`src/aipBusPkg.sv`:
```
package aipBusPkg;

  localparam int DATA_WIDTH   = 32;
  localparam int CONFIG_WIDTH = 5;

  // Host bus configuration codes
  typedef enum logic [CONFIG_WIDTH-1:0] {
    MEM_IN_DATA  = 5'd0,
    MEM_IN_ADDR  = 5'd1,
    MEM_OUT_DATA = 5'd2,
    MEM_OUT_ADDR = 5'd3,
    CONF_DATA    = 5'd4,
    CONF_ADDR    = 5'd5,
    STATUS       = 5'd30,
    ID           = 5'd31
  } aipOpcode_e;

  // Readback source of dataOutAIP
  typedef enum logic [1:0] {
    READ_MEM_OUT = 2'd0,
    READ_STATUS  = 2'd1,
    READ_ID      = 2'd2,
    READ_ZERO    = 2'd3   // Unmapped codes read as zero
  } aipReadSrc_e;

  localparam logic [DATA_WIDTH-1:0] IP_ID = 32'h00001001;

endpackage

```
`src/aipCorePkg.sv`:
```
package aipCorePkg;

  // Memory geometry, 64 words each
  localparam int MEM_IN_ADDR_WIDTH  = 6;
  localparam int MEM_OUT_ADDR_WIDTH = 6;

  // Config register bank
  localparam int CONF_REG_COUNT  = 1;
  localparam int CONF_ADDR_WIDTH = 1;

  // Status word layout
  localparam int STATUS_WIDTH    = 8;
  localparam int STATUS_BUSY_LSB = 0;
  localparam int STATUS_FLAG_LSB = 8;
  localparam int STATUS_MASK_LSB = 16;

endpackage

```
`src/aipRam.sv`:
```
`timescale 1ns/1ps

module aipRam #(
  parameter int DATA_WIDTH = 32,
  parameter int ADDR_WIDTH = 6
) (
  input  logic                  clk,
  input  logic                  wrEn_i,
  input  logic [ADDR_WIDTH-1:0] wrAddr_i,
  input  logic [DATA_WIDTH-1:0] wrData_i,
  input  logic [ADDR_WIDTH-1:0] rdAddr_i,
  output logic [DATA_WIDTH-1:0] rdData_o
);

  logic [DATA_WIDTH-1:0] mem [2**ADDR_WIDTH];

  always_ff @(posedge clk) begin
    if (wrEn_i) begin
      mem[wrAddr_i] <= wrData_i;
    end
  end

  assign rdData_o = mem[rdAddr_i];  // Async read

  // Pointer from control must be settled when a write is taken
  wrAddrKnown: assert property (
    @(posedge clk) wrEn_i |-> !$isunknown(wrAddr_i)
  ) else $error("aipRam write with unknown address");

endmodule

```
`src/aipCtrl.sv`:
```
`timescale 1ns/1ps

module aipCtrl
  import aipBusPkg::*, aipCorePkg::*;
(
  input  logic                          clk,
  input  logic                          rst,
  input  logic                          en_i,
  input  logic                          writeAIP_i,
  input  logic                          readAIP_i,
  input  aipOpcode_e                    configAIP_i,
  input  logic [DATA_WIDTH-1:0]         memAddr_i,
  output logic                          wrEnMemIn_o,
  output logic [MEM_IN_ADDR_WIDTH-1:0]  wrAddrMemIn_o,
  output logic [MEM_OUT_ADDR_WIDTH-1:0] rdAddrMemOut_o,
  output logic                          wrEnConf_o,
  output logic [CONF_ADDR_WIDTH-1:0]    wrAddrConf_o,
  output logic                          setStatus_o,
  output aipReadSrc_e                   readSrc_o
);

  logic [MEM_IN_ADDR_WIDTH-1:0]  memInPtr;
  logic [MEM_OUT_ADDR_WIDTH-1:0] memOutPtr;
  logic [CONF_ADDR_WIDTH-1:0]    confPtr;

  logic loadMemIn;
  logic loadMemOut;
  logic loadConf;
  logic readMemOut;

  // Data writes, one target per strobe
  assign wrEnMemIn_o = writeAIP_i && (configAIP_i == MEM_IN_DATA);
  assign wrEnConf_o  = writeAIP_i && (configAIP_i == CONF_DATA);
  assign setStatus_o = writeAIP_i && (configAIP_i == STATUS);

  // Pointer loads
  assign loadMemIn  = writeAIP_i && (configAIP_i == MEM_IN_ADDR);
  assign loadMemOut = writeAIP_i && (configAIP_i == MEM_OUT_ADDR);
  assign loadConf   = writeAIP_i && (configAIP_i == CONF_ADDR);

  assign readMemOut = readAIP_i && (configAIP_i == MEM_OUT_DATA);

  always_ff @(posedge clk or negedge rst) begin
    if (!rst) begin
      memInPtr  <= '0;
      memOutPtr <= '0;
      confPtr   <= '0;
    end else if (en_i) begin  // Pointers frozen while disabled
      if (loadMemIn) begin
        memInPtr <= memAddr_i[MEM_IN_ADDR_WIDTH-1:0];
      end else if (wrEnMemIn_o) begin
        memInPtr <= memInPtr + 1'b1;  // Wraps at memory depth
      end

      if (loadMemOut) begin
        memOutPtr <= memAddr_i[MEM_OUT_ADDR_WIDTH-1:0];
      end else if (readMemOut) begin
        memOutPtr <= memOutPtr + 1'b1;
      end

      if (loadConf) begin
        confPtr <= memAddr_i[CONF_ADDR_WIDTH-1:0];
      end else if (wrEnConf_o) begin
        // Bank size need not be a power of two
        if (confPtr == CONF_ADDR_WIDTH'(CONF_REG_COUNT - 1)) begin
          confPtr <= '0;
        end else begin
          confPtr <= confPtr + 1'b1;
        end
      end
    end
  end

  assign wrAddrMemIn_o  = memInPtr;
  assign rdAddrMemOut_o = memOutPtr;
  assign wrAddrConf_o   = confPtr;

  always_comb begin
    case (configAIP_i)
      MEM_OUT_DATA: readSrc_o = READ_MEM_OUT;
      STATUS:       readSrc_o = READ_STATUS;
      ID:           readSrc_o = READ_ID;
      default:      readSrc_o = READ_ZERO;
    endcase
  end

  // Memory, config and status writes never overlap
  oneWriteTarget: assert property (
    @(posedge clk) disable iff (!rst)
    $onehot0({wrEnMemIn_o, wrEnConf_o, setStatus_o})
  ) else $error("aipCtrl more than one write target enabled");

endmodule

```
`src/aipConfReg.sv`:
```
`timescale 1ns/1ps

module aipConfReg
  import aipBusPkg::*, aipCorePkg::*;
(
  input  logic                                 clk,
  input  logic                                 rst,
  input  logic                                 wrEn_i,
  input  logic [CONF_ADDR_WIDTH-1:0]           wrAddr_i,
  input  logic [DATA_WIDTH-1:0]                wrData_i,
  output logic [CONF_REG_COUNT*DATA_WIDTH-1:0] confData_o
);

  logic [DATA_WIDTH-1:0] confRegs [CONF_REG_COUNT];

  always_ff @(posedge clk or negedge rst) begin
    if (!rst) begin
      for (int i = 0; i < CONF_REG_COUNT; i++) begin
        confRegs[i] <= '0;
      end
    end else begin
      for (int i = 0; i < CONF_REG_COUNT; i++) begin
        // Compare per entry so the address never indexes past the bank
        if (wrEn_i && (wrAddr_i == CONF_ADDR_WIDTH'(i))) begin
          confRegs[i] <= wrData_i;
        end
      end
    end
  end

  // Register 0 in the low word
  always_comb begin
    for (int i = 0; i < CONF_REG_COUNT; i++) begin
      confData_o[i*DATA_WIDTH +: DATA_WIDTH] = confRegs[i];
    end
  end

endmodule

```
`src/aipStatus.sv`:
```
`timescale 1ns/1ps

module aipStatus
  import aipBusPkg::*, aipCorePkg::*;
(
  input  logic                    clk,
  input  logic                    rst,
  input  logic                    setStatus_i,
  input  logic [DATA_WIDTH-1:0]   dataIn_i,
  input  logic [STATUS_WIDTH-1:0] busy_i,
  input  logic [STATUS_WIDTH-1:0] done_i,
  output logic [DATA_WIDTH-1:0]   statusWord_o,
  output logic                    intReq_o
);

  logic [STATUS_WIDTH-1:0] flags;
  logic [STATUS_WIDTH-1:0] mask;
  logic [STATUS_WIDTH-1:0] clrFlags;

  // Host clears flags by writing ones
  assign clrFlags = setStatus_i ? dataIn_i[STATUS_FLAG_LSB +: STATUS_WIDTH] : '0;

  always_ff @(posedge clk or negedge rst) begin
    if (!rst) begin
      flags    <= '0;
      mask     <= '0;
      intReq_o <= 1'b0;
    end else begin
      flags    <= (flags & ~clrFlags) | done_i;  // Set beats clear
      intReq_o <= |(flags & mask);
      if (setStatus_i) begin
        mask <= dataIn_i[STATUS_MASK_LSB +: STATUS_WIDTH];
      end
    end
  end

  always_comb begin
    statusWord_o = '0;
    statusWord_o[STATUS_BUSY_LSB +: STATUS_WIDTH] = busy_i;
    statusWord_o[STATUS_FLAG_LSB +: STATUS_WIDTH] = flags;
    statusWord_o[STATUS_MASK_LSB +: STATUS_WIDTH] = mask;
  end

  // Request is one cycle behind the mask, so an empty mask keeps it quiet
  noIntWithoutMask: assert property (
    @(posedge clk) disable iff (!rst)
    ($past(mask) == '0) |-> !intReq_o
  ) else $error("aipStatus interrupt raised with mask cleared");

endmodule

```
`src/aipTop.sv`:
```
`timescale 1ns/1ps

module aipTop
  import aipBusPkg::*, aipCorePkg::*;
(
  input  logic                                 clk,
  input  logic                                 rst,
  input  logic                                 en_i,
  // Host bus
  input  logic [CONFIG_WIDTH-1:0]              configAIP_i,
  input  logic [DATA_WIDTH-1:0]                dataInAIP_i,
  input  logic                                 writeAIP_i,
  input  logic                                 readAIP_i,
  input  logic                                 startAIP_i,
  output logic [DATA_WIDTH-1:0]                dataOutAIP_o,
  output logic                                 intAIP_o,
  // Core side
  input  logic [MEM_IN_ADDR_WIDTH-1:0]         rdAddrMemIn_i,
  output logic [DATA_WIDTH-1:0]                rdDataMemIn_o,
  input  logic [DATA_WIDTH-1:0]                wrDataMemOut_i,
  input  logic [MEM_OUT_ADDR_WIDTH-1:0]        wrAddrMemOut_i,
  input  logic                                 wrEnMemOut_i,
  output logic [CONF_REG_COUNT*DATA_WIDTH-1:0] rdDataConfigReg_o,
  input  logic                                 statusBusy_i,
  input  logic                                 intDone_i,
  output logic                                 startIPcore_o
);

  logic                          wrEnMemIn;
  logic [MEM_IN_ADDR_WIDTH-1:0]  wrAddrMemIn;
  logic [MEM_OUT_ADDR_WIDTH-1:0] rdAddrMemOut;
  logic [DATA_WIDTH-1:0]         rdDataMemOut;
  logic                          wrEnConf;
  logic [CONF_ADDR_WIDTH-1:0]    wrAddrConf;
  logic                          setStatus;
  logic [DATA_WIDTH-1:0]         statusWord;
  aipReadSrc_e                   readSrc;

  assign startIPcore_o = startAIP_i;

  aipRam #(.DATA_WIDTH(DATA_WIDTH), .ADDR_WIDTH(MEM_IN_ADDR_WIDTH)) memIn (
    .clk      (clk),
    .wrEn_i   (wrEnMemIn),
    .wrAddr_i (wrAddrMemIn),
    .wrData_i (dataInAIP_i),
    .rdAddr_i (rdAddrMemIn_i),
    .rdData_o (rdDataMemIn_o)
  );

  aipRam #(.DATA_WIDTH(DATA_WIDTH), .ADDR_WIDTH(MEM_OUT_ADDR_WIDTH)) memOut (
    .clk      (clk),
    .wrEn_i   (wrEnMemOut_i),
    .wrAddr_i (wrAddrMemOut_i),
    .wrData_i (wrDataMemOut_i),
    .rdAddr_i (rdAddrMemOut),
    .rdData_o (rdDataMemOut)
  );

  aipCtrl ctrl (
    .clk            (clk),
    .rst            (rst),
    .en_i           (en_i),
    .writeAIP_i     (writeAIP_i),
    .readAIP_i      (readAIP_i),
    .configAIP_i    (aipOpcode_e'(configAIP_i)),
    .memAddr_i      (dataInAIP_i),
    .wrEnMemIn_o    (wrEnMemIn),
    .wrAddrMemIn_o  (wrAddrMemIn),
    .rdAddrMemOut_o (rdAddrMemOut),
    .wrEnConf_o     (wrEnConf),
    .wrAddrConf_o   (wrAddrConf),
    .setStatus_o    (setStatus),
    .readSrc_o      (readSrc)
  );

  aipConfReg confReg (
    .clk        (clk),
    .rst        (rst),
    .wrEn_i     (wrEnConf),
    .wrAddr_i   (wrAddrConf),
    .wrData_i   (dataInAIP_i),
    .confData_o (rdDataConfigReg_o)
  );

  // Core drives bit 0 of busy and done only
  aipStatus status (
    .clk          (clk),
    .rst          (rst),
    .setStatus_i  (setStatus),
    .dataIn_i     (dataInAIP_i),
    .busy_i       ({{(STATUS_WIDTH-1){1'b0}}, statusBusy_i}),
    .done_i       ({{(STATUS_WIDTH-1){1'b0}}, intDone_i}),
    .statusWord_o (statusWord),
    .intReq_o     (intAIP_o)
  );

  always_comb begin
    case (readSrc)
      READ_MEM_OUT: dataOutAIP_o = rdDataMemOut;
      READ_STATUS:  dataOutAIP_o = statusWord;
      READ_ID:      dataOutAIP_o = IP_ID;
      default:      dataOutAIP_o = '0;
    endcase
  end

endmodule

```
`config.mk`:
```
export PLATFORM = sky130hd
export DESIGN_NAME = aipTop
export DESIGN_NICKNAME = d
export VERILOG_FILES = /design/src/aipBusPkg.sv /design/src/aipCorePkg.sv /design/src/aipRam.sv /design/src/aipCtrl.sv /design/src/aipConfReg.sv /design/src/aipStatus.sv /design/src/aipTop.sv
export SDC_FILE = /design/constraint.sdc
export NUM_CORES = 2
export LEC_CHECK = 0
export BUFFER_PORTS_ARGS = -buffer_cell sky130_fd_sc_hd__buf_2
export CAP_MARGIN = 10
export CORE_ASPECT_RATIO = 1.25
export CORE_MARGIN = 3
export CORE_UTILIZATION = 53
export DETAILED_ROUTE_END_ITERATION = 6
export PLACE_DENSITY = 0.8
export SYNTH_ARGS = -nofsm -noshare
export SYNTH_HDL_FRONTEND = slang
export SYNTH_SLANG_ARGS = --single-unit
```
`constraint.sdc`:
```
create_clock -name clk -period 4.6 [get_ports clk]
set_input_delay 0.69 -clock clk [delete_from_list [all_inputs] [get_ports clk]]
set_output_delay 0.69 -clock clk [all_outputs]
set_load 0.05 [all_outputs]
```
Yosys cells after proc, flatten, opt, wreduce, memory -nomap -nowiden
Memories as Yosys holds them, arrays and structs flattened.
Index checks and enable logic that the tools add are counted.
{ "op_classes": {"bitwise_logic": 5, "reduce_logical": 17, "add_sub_neg": 3, "muxes": 14, "eq_ne": 9} }
{ "ops": {"columns": ["op", "count"], "rows": [
  ["32-bit case mux with 3 select lines", 1],
  ["6-bit two-way mux", 4],
  ["8-bit AND", 2],
  ["6-bit by 1-bit adder with 6-bit output, second input constant", 2],
  ["5-bit by 2-bit equality test with 1-bit output, second input constant", 2],
  ["5-bit by 3-bit equality test with 1-bit output, second input constant", 2],
  ["5-bit equality test, second input constant", 2],
  ["1-bit logical AND", 8],
  ["8-bit two-way mux", 1],
  ["8-bit inverter", 1],
  ["8-bit by 1-bit bitwise OR with 8-bit output", 1],
  ["8-bit OR reduction", 1],
  ["1-bit two-way mux", 7],
  ["2-bit case mux with 3 select lines", 1],
  ["2-bit AND reduction", 3],
  ["2-bit nonzero test", 3],
  ["5-bit by 1-bit equality test with 1-bit output, second input constant", 1],
  ["5-bit logical NOT", 1],
  ["2-bit by 1-bit equality test with 1-bit output, second input constant", 1],
  ["2-bit equality test, second input constant", 1],
  ["2-bit logical NOT", 1],
  ["1-bit adder, second input constant", 1],
  ["1-bit inverter", 1]
]} }
{ "totals": {"memories": 2, "inputBits": 90, "output_inout_bits": 98, "wordCells": 57, "reg_bits": 62, "mem_bits_rw": 4096} }
{ "mem_list": {"columns": ["memory", "words", "word_bits", "read_ports", "rd_ports_with_merged_regs", "write_ports", "line", "rtl"], "rows": [
  ["memIn.mem", 64, 32, 1, 0, 1, "aipRam.sv:15", "logic [DATA_WIDTH-1:0] mem [2**ADDR_WIDTH];"],
  ["memOut.mem", 64, 32, 1, 0, 1, "aipRam.sv:15", null]
]} }

Longest topological paths before layout
{ "logic_depth": {"depth_word": 6, "mapped_depth": 10, "depth_no_buf": 5} }

Cells and area by module
Synthesis repeated with hierarchy kept, for this count alone.
{ "hier_totals": {"cells_unflattened": 6903, "area_unflattened_um2": 159397.9} }
{ "modules_own_cells": {"columns": ["mod", "area_per_inst_um2", "n_inst", "seq_area_each_um2", "cells_each"], "rows": [
  ["aipRam", 77874.7, 2, 61499.0, 3292],
  ["aipConfReg", 1358.8, 1, 800.8, 69],
  ["aipCtrl", 944.7, 1, 325.3, 110],
  ["aipStatus", 799.5, 1, 425.4, 65],
  ["aipTop", 545.5, 1, 0.0, 75]
]} }

Worst setup path before layout
OpenSTA, ideal clock, no wires.
{ "synth_timing": {"kind": "input-to-reg", "from": "input configAIP_i[0]", "to": "memory memIn.mem[40][0], enable pin", "path_stages": 5, "t_required_ns": 4.098, "arrival_time_ns": 5.012, "n_path_buf": 1, "setup_slack_ns": -0.914, "setup_time_ns": 0.502, "path_cell_list": "nor4_1 -> and3b_1 -> buf_2 -> nand4b_1 -> nor4_1"} }
{ "synth_via": {"elab_chain_cells": 4} }
{ "synth_rtl": {"columns": ["element", "line", "rtl"], "rows": [
  ["from (decl)", "aipTop.sv:10", "input logic [CONFIG_WIDTH-1:0] configAIP_i,"],
  ["5-bit logical NOT", "aipCtrl.sv:32", "assign wrEnMemIn_o = writeAIP_i && (configAIP_i == MEM_IN_DATA);"],
  ["1-bit logical AND", "aipCtrl.sv:32", null],
  ["1-bit two-way mux", "aipRam.sv:18", "if (wrEn_i) begin"],
  ["1-bit two-way mux (implied by the code)", "aipRam.sv:19", "mem[wrAddr_i] <= wrData_i;"],
  ["to (decl)", "aipRam.sv:15", null]
]} }
No other way between the ends.

Worst setup path in the final report
{ "layout_timing": {"from": "register ctrl.memOutPtr[0], in the netlist ctrl.rdAddrMemOut_o[0]", "to": "output dataOutAIP_o[3]"} }
{ "layout_via": {"elab_chain_cells": 2} }
{ "layout_rtl": {"columns": ["element", "line", "rtl"], "rows": [
  ["from (decl)", "aipCtrl.sv:23", "logic [MEM_OUT_ADDR_WIDTH-1:0] memOutPtr;"],
  ["from (signal assigned)", "aipCtrl.sv:56", "memOutPtr <= memAddr_i[MEM_OUT_ADDR_WIDTH-1:0];"],
  ["from (signal assigned)", "aipCtrl.sv:58", "memOutPtr <= memOutPtr + 1'b1;"],
  ["memory 64 x 32 bit", null, null],
  ["32-bit case mux with 3 select lines", "aipTop.sv:98", "case (readSrc)"],
  ["to (decl)", "aipTop.sv:15", "output logic [DATA_WIDTH-1:0] dataOutAIP_o,"]
]} }
No other way between the ends.

==> impl_metrics.yaml <==
synthesis:
  syn_avg_cell_area_um2: 23.3
  ys_types: 70
  seq_area_frac_synth_pct: 78.1
  synthArstFlopShare_pct: 1.49
  synth-seq-cells: 4158
  synth_edf_count: 4096
  syn-num-nets: 6936
  mappedNetlistArea_um2: 160000
  synth_warnings: 0
  syn-instance-count: 6844
  synth_ff_type: "edfxtp_1"
power:
  power_frac_clock_pct: 38.2
  seqPwrFrac_pct: 49.8
  vdd_ir_drop_max_v: 0.000402
  p_leak_nw: 57.7
  sw_frac_of_total_pct: 23.8
  p_sw_mw: 20.0
  combPwrFrac_pct: 12.0
  p_int_mw: 64.3
  powerDensity_nw_per_um2: 459
critical_path:
  crit_chain: "buf_12, buf_16, mux4_2, mux4_2, o211ai_1, o211ai_1, buf_4, buf_12"
  rr_endpoint: "memIn.mem[50][19]$_DFFE_PP_"
  rrSetupSlack_ns: 1.95
  critPathSlowestCell: "o211ai_1"
  slowest_delay_ns: 0.71
  cp.arrival_ns: 4.17
  reg2regPathDepth: 4
  crit_type: "register to output pin"
  path_buf_inv: 4
  path_delay_family: "compound AO/OA/AOI/OAI gates"
  r2r_start: "ctrl.wrAddrMemIn_o[3]$_DFFE_PN0P_"
  end_kind: "output pin"
  critPathRequiredTime_ns: 3.91
  startpoint: "ctrl.rdAddrMemOut_o[0]$_DFFE_PN0P_"
  start_kind: "register"
  cp_max_fo: 5
placed_design:
  gp_congestion: 0.864
  dpl-instance-area_um2: 170000
  io_buffers: 185
  hpwlAfterDp_um: 252000
clock_network:
  path_clk_slew_ns: 0.07
  cts_htree_levels: 5
  clockBufferDepth: 4
  cts.sinks: 4158
  numCtsBuffers: 383
  clk_latency_ns: 0.91
  cts-root-buf: "clkbuf_16"
  cts_tree: "done"
min_path:
  hp-start: "dataInAIP_i[6]"
  min_to: "memIn.mem[7][6]$_DFFE_PP_"
  hp-class: "primary input to register"
  min_path_cells: 1
sta:
  slew_headroom_pct: 13.6
  hold_viol_final: 0
  final.setup_skew_ns: 0.0898
  rsz0062_at_grt: "yes"
  setup_viol: 14
  worstMarginPinSlew_ns: 1.30
  finalCritPeriodShare_pct: 106
  finalWorstPathRequiredPeriod_ns: 4.86
  hold_slack_ns: 0.180
  finalMaxSlewViolations: 0
  fmax_mhz: 206
  setup_ws_ns: -0.262
die:
  die_area_um2: 308000
  die_w_um: 497
  pin_count: 188
  die_h_um: 619
  row_count: 224
  core_area_um2: 299000
  start_util_pct: 53.4
global_routing:
  grt_util_all_layers_pct: 31.3
  grt-ovfl-total: 0
  grt_max_degree: 68
  antenna_found_initial: 38
  grt_first_pass_wirelength_um: 667000
  grt_pass1_vias: 85500
run:
  maxCapViolCount: 0
routing:
  drt_iter0_markers: 14200
  first_pass_iters: 6
  wl_per_cell_um: 40.9
  vias: 83800
  ant_nets: 0
  viasPerCell: 7.07
  drt-total-wl_um: 484000
  drc: 0
cells_and_area:
  area_delta_synth_final_pct: 15.1
  final_area_um2: 184000
  fin_nets: 7648
  drive_gt1_share_pct: 33.3
  final_core_util_pct: 61.5
status:
  status: "finished with violations"
  failed_checks: "negative setup slack"
==> per-stage QoR <==
step	worst slack [ns]	instances	total power, mW	setup TNS (ns)
6_report	-0.262	11800	84.3	-1.21
5_1_grt	-0.296	11800	85.9	-2.03
4_1_cts	-0.113	11800	84.0	-0.301
3_5_place_dp	0.120	11100	51.9	0
3_3_place_gp	0.183	11100	51.6	0
2_1_floorplan	0.417	6844	48.7	0
==> sequential cells by signal, summed over array words and instances (netlist names) <==
name,flops
confReg.confData_o,32
ctrl.rdAddrMemOut_o,6
ctrl.wrAddrConf_o,1
ctrl.wrAddrMemIn_o,6
memIn.mem,2048
memOut.mem,2048
status.flags,8
status.intReq_o,1
status.mask,8
==> layout by cell type (no fill, tap or decap), types with 44 or more instances in the layout <==
master     instances
edfxtp_1        4096
mux4_2          1101
clkbuf_16        394
buf_4            347
buf_12           171
nand2_1          167
mux2i_1          149
buf_2            140
nor2_4           122
o22ai_1           90
mux2_2            84
clkinv_1          73
clkbuf_1          73
a22oi_1           70
clkinv_2          64
nand3_1           63
nor2_1            59
dfrtp_1           56
a21oi_1           44
==> timing repair <==
item                                    CTS  global route
buffers inserted                         16             5
cloned                                    9             2
gates resized for setup                  44            35
endpoints found under the setup margin   32            29
endpoints found under the hold margin    39             0
pin swaps                                 4             3
hold buffers                              1             0
==> power groups by stage <==
| stage | combinational [mW] | sequential, mW | clock [mW] |
|---|---|---|---|
| 5_1_grt | 10.4 | 42.0 | 33.5 |
| 3_5_place_dp | 9.03 | 42.9 | 0 |
| 6_report | 10.1 | 42.0 | 32.2 |
| 3_3_place_gp | 8.78 | 42.9 | 0 |
| 2_1_floorplan | 5.79 | 42.9 | 0 |
| 4_1_cts | 9.80 | 42.0 | 32.2 |
==> Yosys cell counts, types with 6 or more instances <==
master | n | area share (%)
buf_4 | 34 | 0.16
inv_1 | 10 | 0.024
nand2_1 | 167 | 0.39
nand2b_1 | 15 | 0.059
nor2_1 | 184 | 0.43
nor3_1 | 20 | 0.063
dfrtp_1 | 62 | 0.97
a32oi_1 | 14 | 0.077
a31oi_1 | 17 | 0.067
nor4_1 | 9 | 0.035
buf_6 | 43 | 0.30
edfxtp_1 | 4096 | 77
and3_1 | 7 | 0.027
mux4_2 | 1101 | 16
o21ai_0 | 36 | 0.11
buf_1 | 36 | 0.085
o211ai_1 | 26 | 0.12
a221oi_1 | 8 | 0.044
a2111oi_0 | 8 | 0.044
a211oi_1 | 23 | 0.11
o32ai_1 | 6 | 0.033
o41ai_1 | 7 | 0.038
o2111ai_1 | 8 | 0.044
nand4_1 | 12 | 0.047
nor2b_1 | 28 | 0.11
buf_2 | 132 | 0.41
o22ai_1 | 92 | 0.36
a21boi_0 | 8 | 0.038
a22oi_1 | 71 | 0.33
and2_1 | 6 | 0.024
a21oi_1 | 45 | 0.14
nand3_1 | 64 | 0.20
clkbuf_1 | 117 | 0.28
mux2_2 | 84 | 0.59
nand3b_1 | 6 | 0.028
mux2i_1 | 155 | 0.97
==> layout make-up <==
class | instances | area, µm²
flip-flops and latches | 4158 | 125000
multi-input cells | 2303 | 34000
inverters | 11 | 53.8
well taps | 3955 | 4950
clock inverters | 221 | 2300
fillers | 18700 | 115000
clock buffers | 469 | 10100
repair buffers | 699 | 7600
diodes | 30 | 75.1
==> worst register-to-register path: stages, from the launching register on <==
cell and delay, ns:
dfrtp_1 0.49, inv_1 0.18, nand3_1 0.65, nor2_4 0.60, buf_12 0.31
==> worst max-delay path by stage <==
stage | cells after the start | to
after floorplan | 5 | memIn.mem[40][0]$_DFFE_PP_
after global placement | 8 | dataOutAIP_o[3]
after detailed placement | 8 | dataOutAIP_o[3]
after CTS | 8 | dataOutAIP_o[3]
after global routing | 8 | dataOutAIP_o[3]
final | 8 | dataOutAIP_o[3]
==> logic make-up (layout without fill, tap and decap cells) <==
logic type	count (synthesis)	in the layout	synth area share [%]
other	0	30	0
and+or+nand+nor	544	544	1.55
muxes	1344	1344	17.2
buffers and inverters	383	1400	1.37
DFF	4158	4158	78.1
AOI/OAI and AO/OA	413	413	1.82
adders and majority gates	2	2	0.0157
==> routing by layer <==
| layer | vias to the layer above | track usage, % | routed length (µm) |
|---|---|---|---|
| met4 | 20 | 22.7 | 43500 |
| met3 | 2113 | 7.72 | 62000 |
| met2 | 8027 | 50.9 | 239000 |
| met1 | 42800 | 36.2 | 140000 |
| li1 | 30800 | - | - |
| met5 | - | 0.377 | 205 |
No activity file was read; power rests on OpenSTA's default activity.
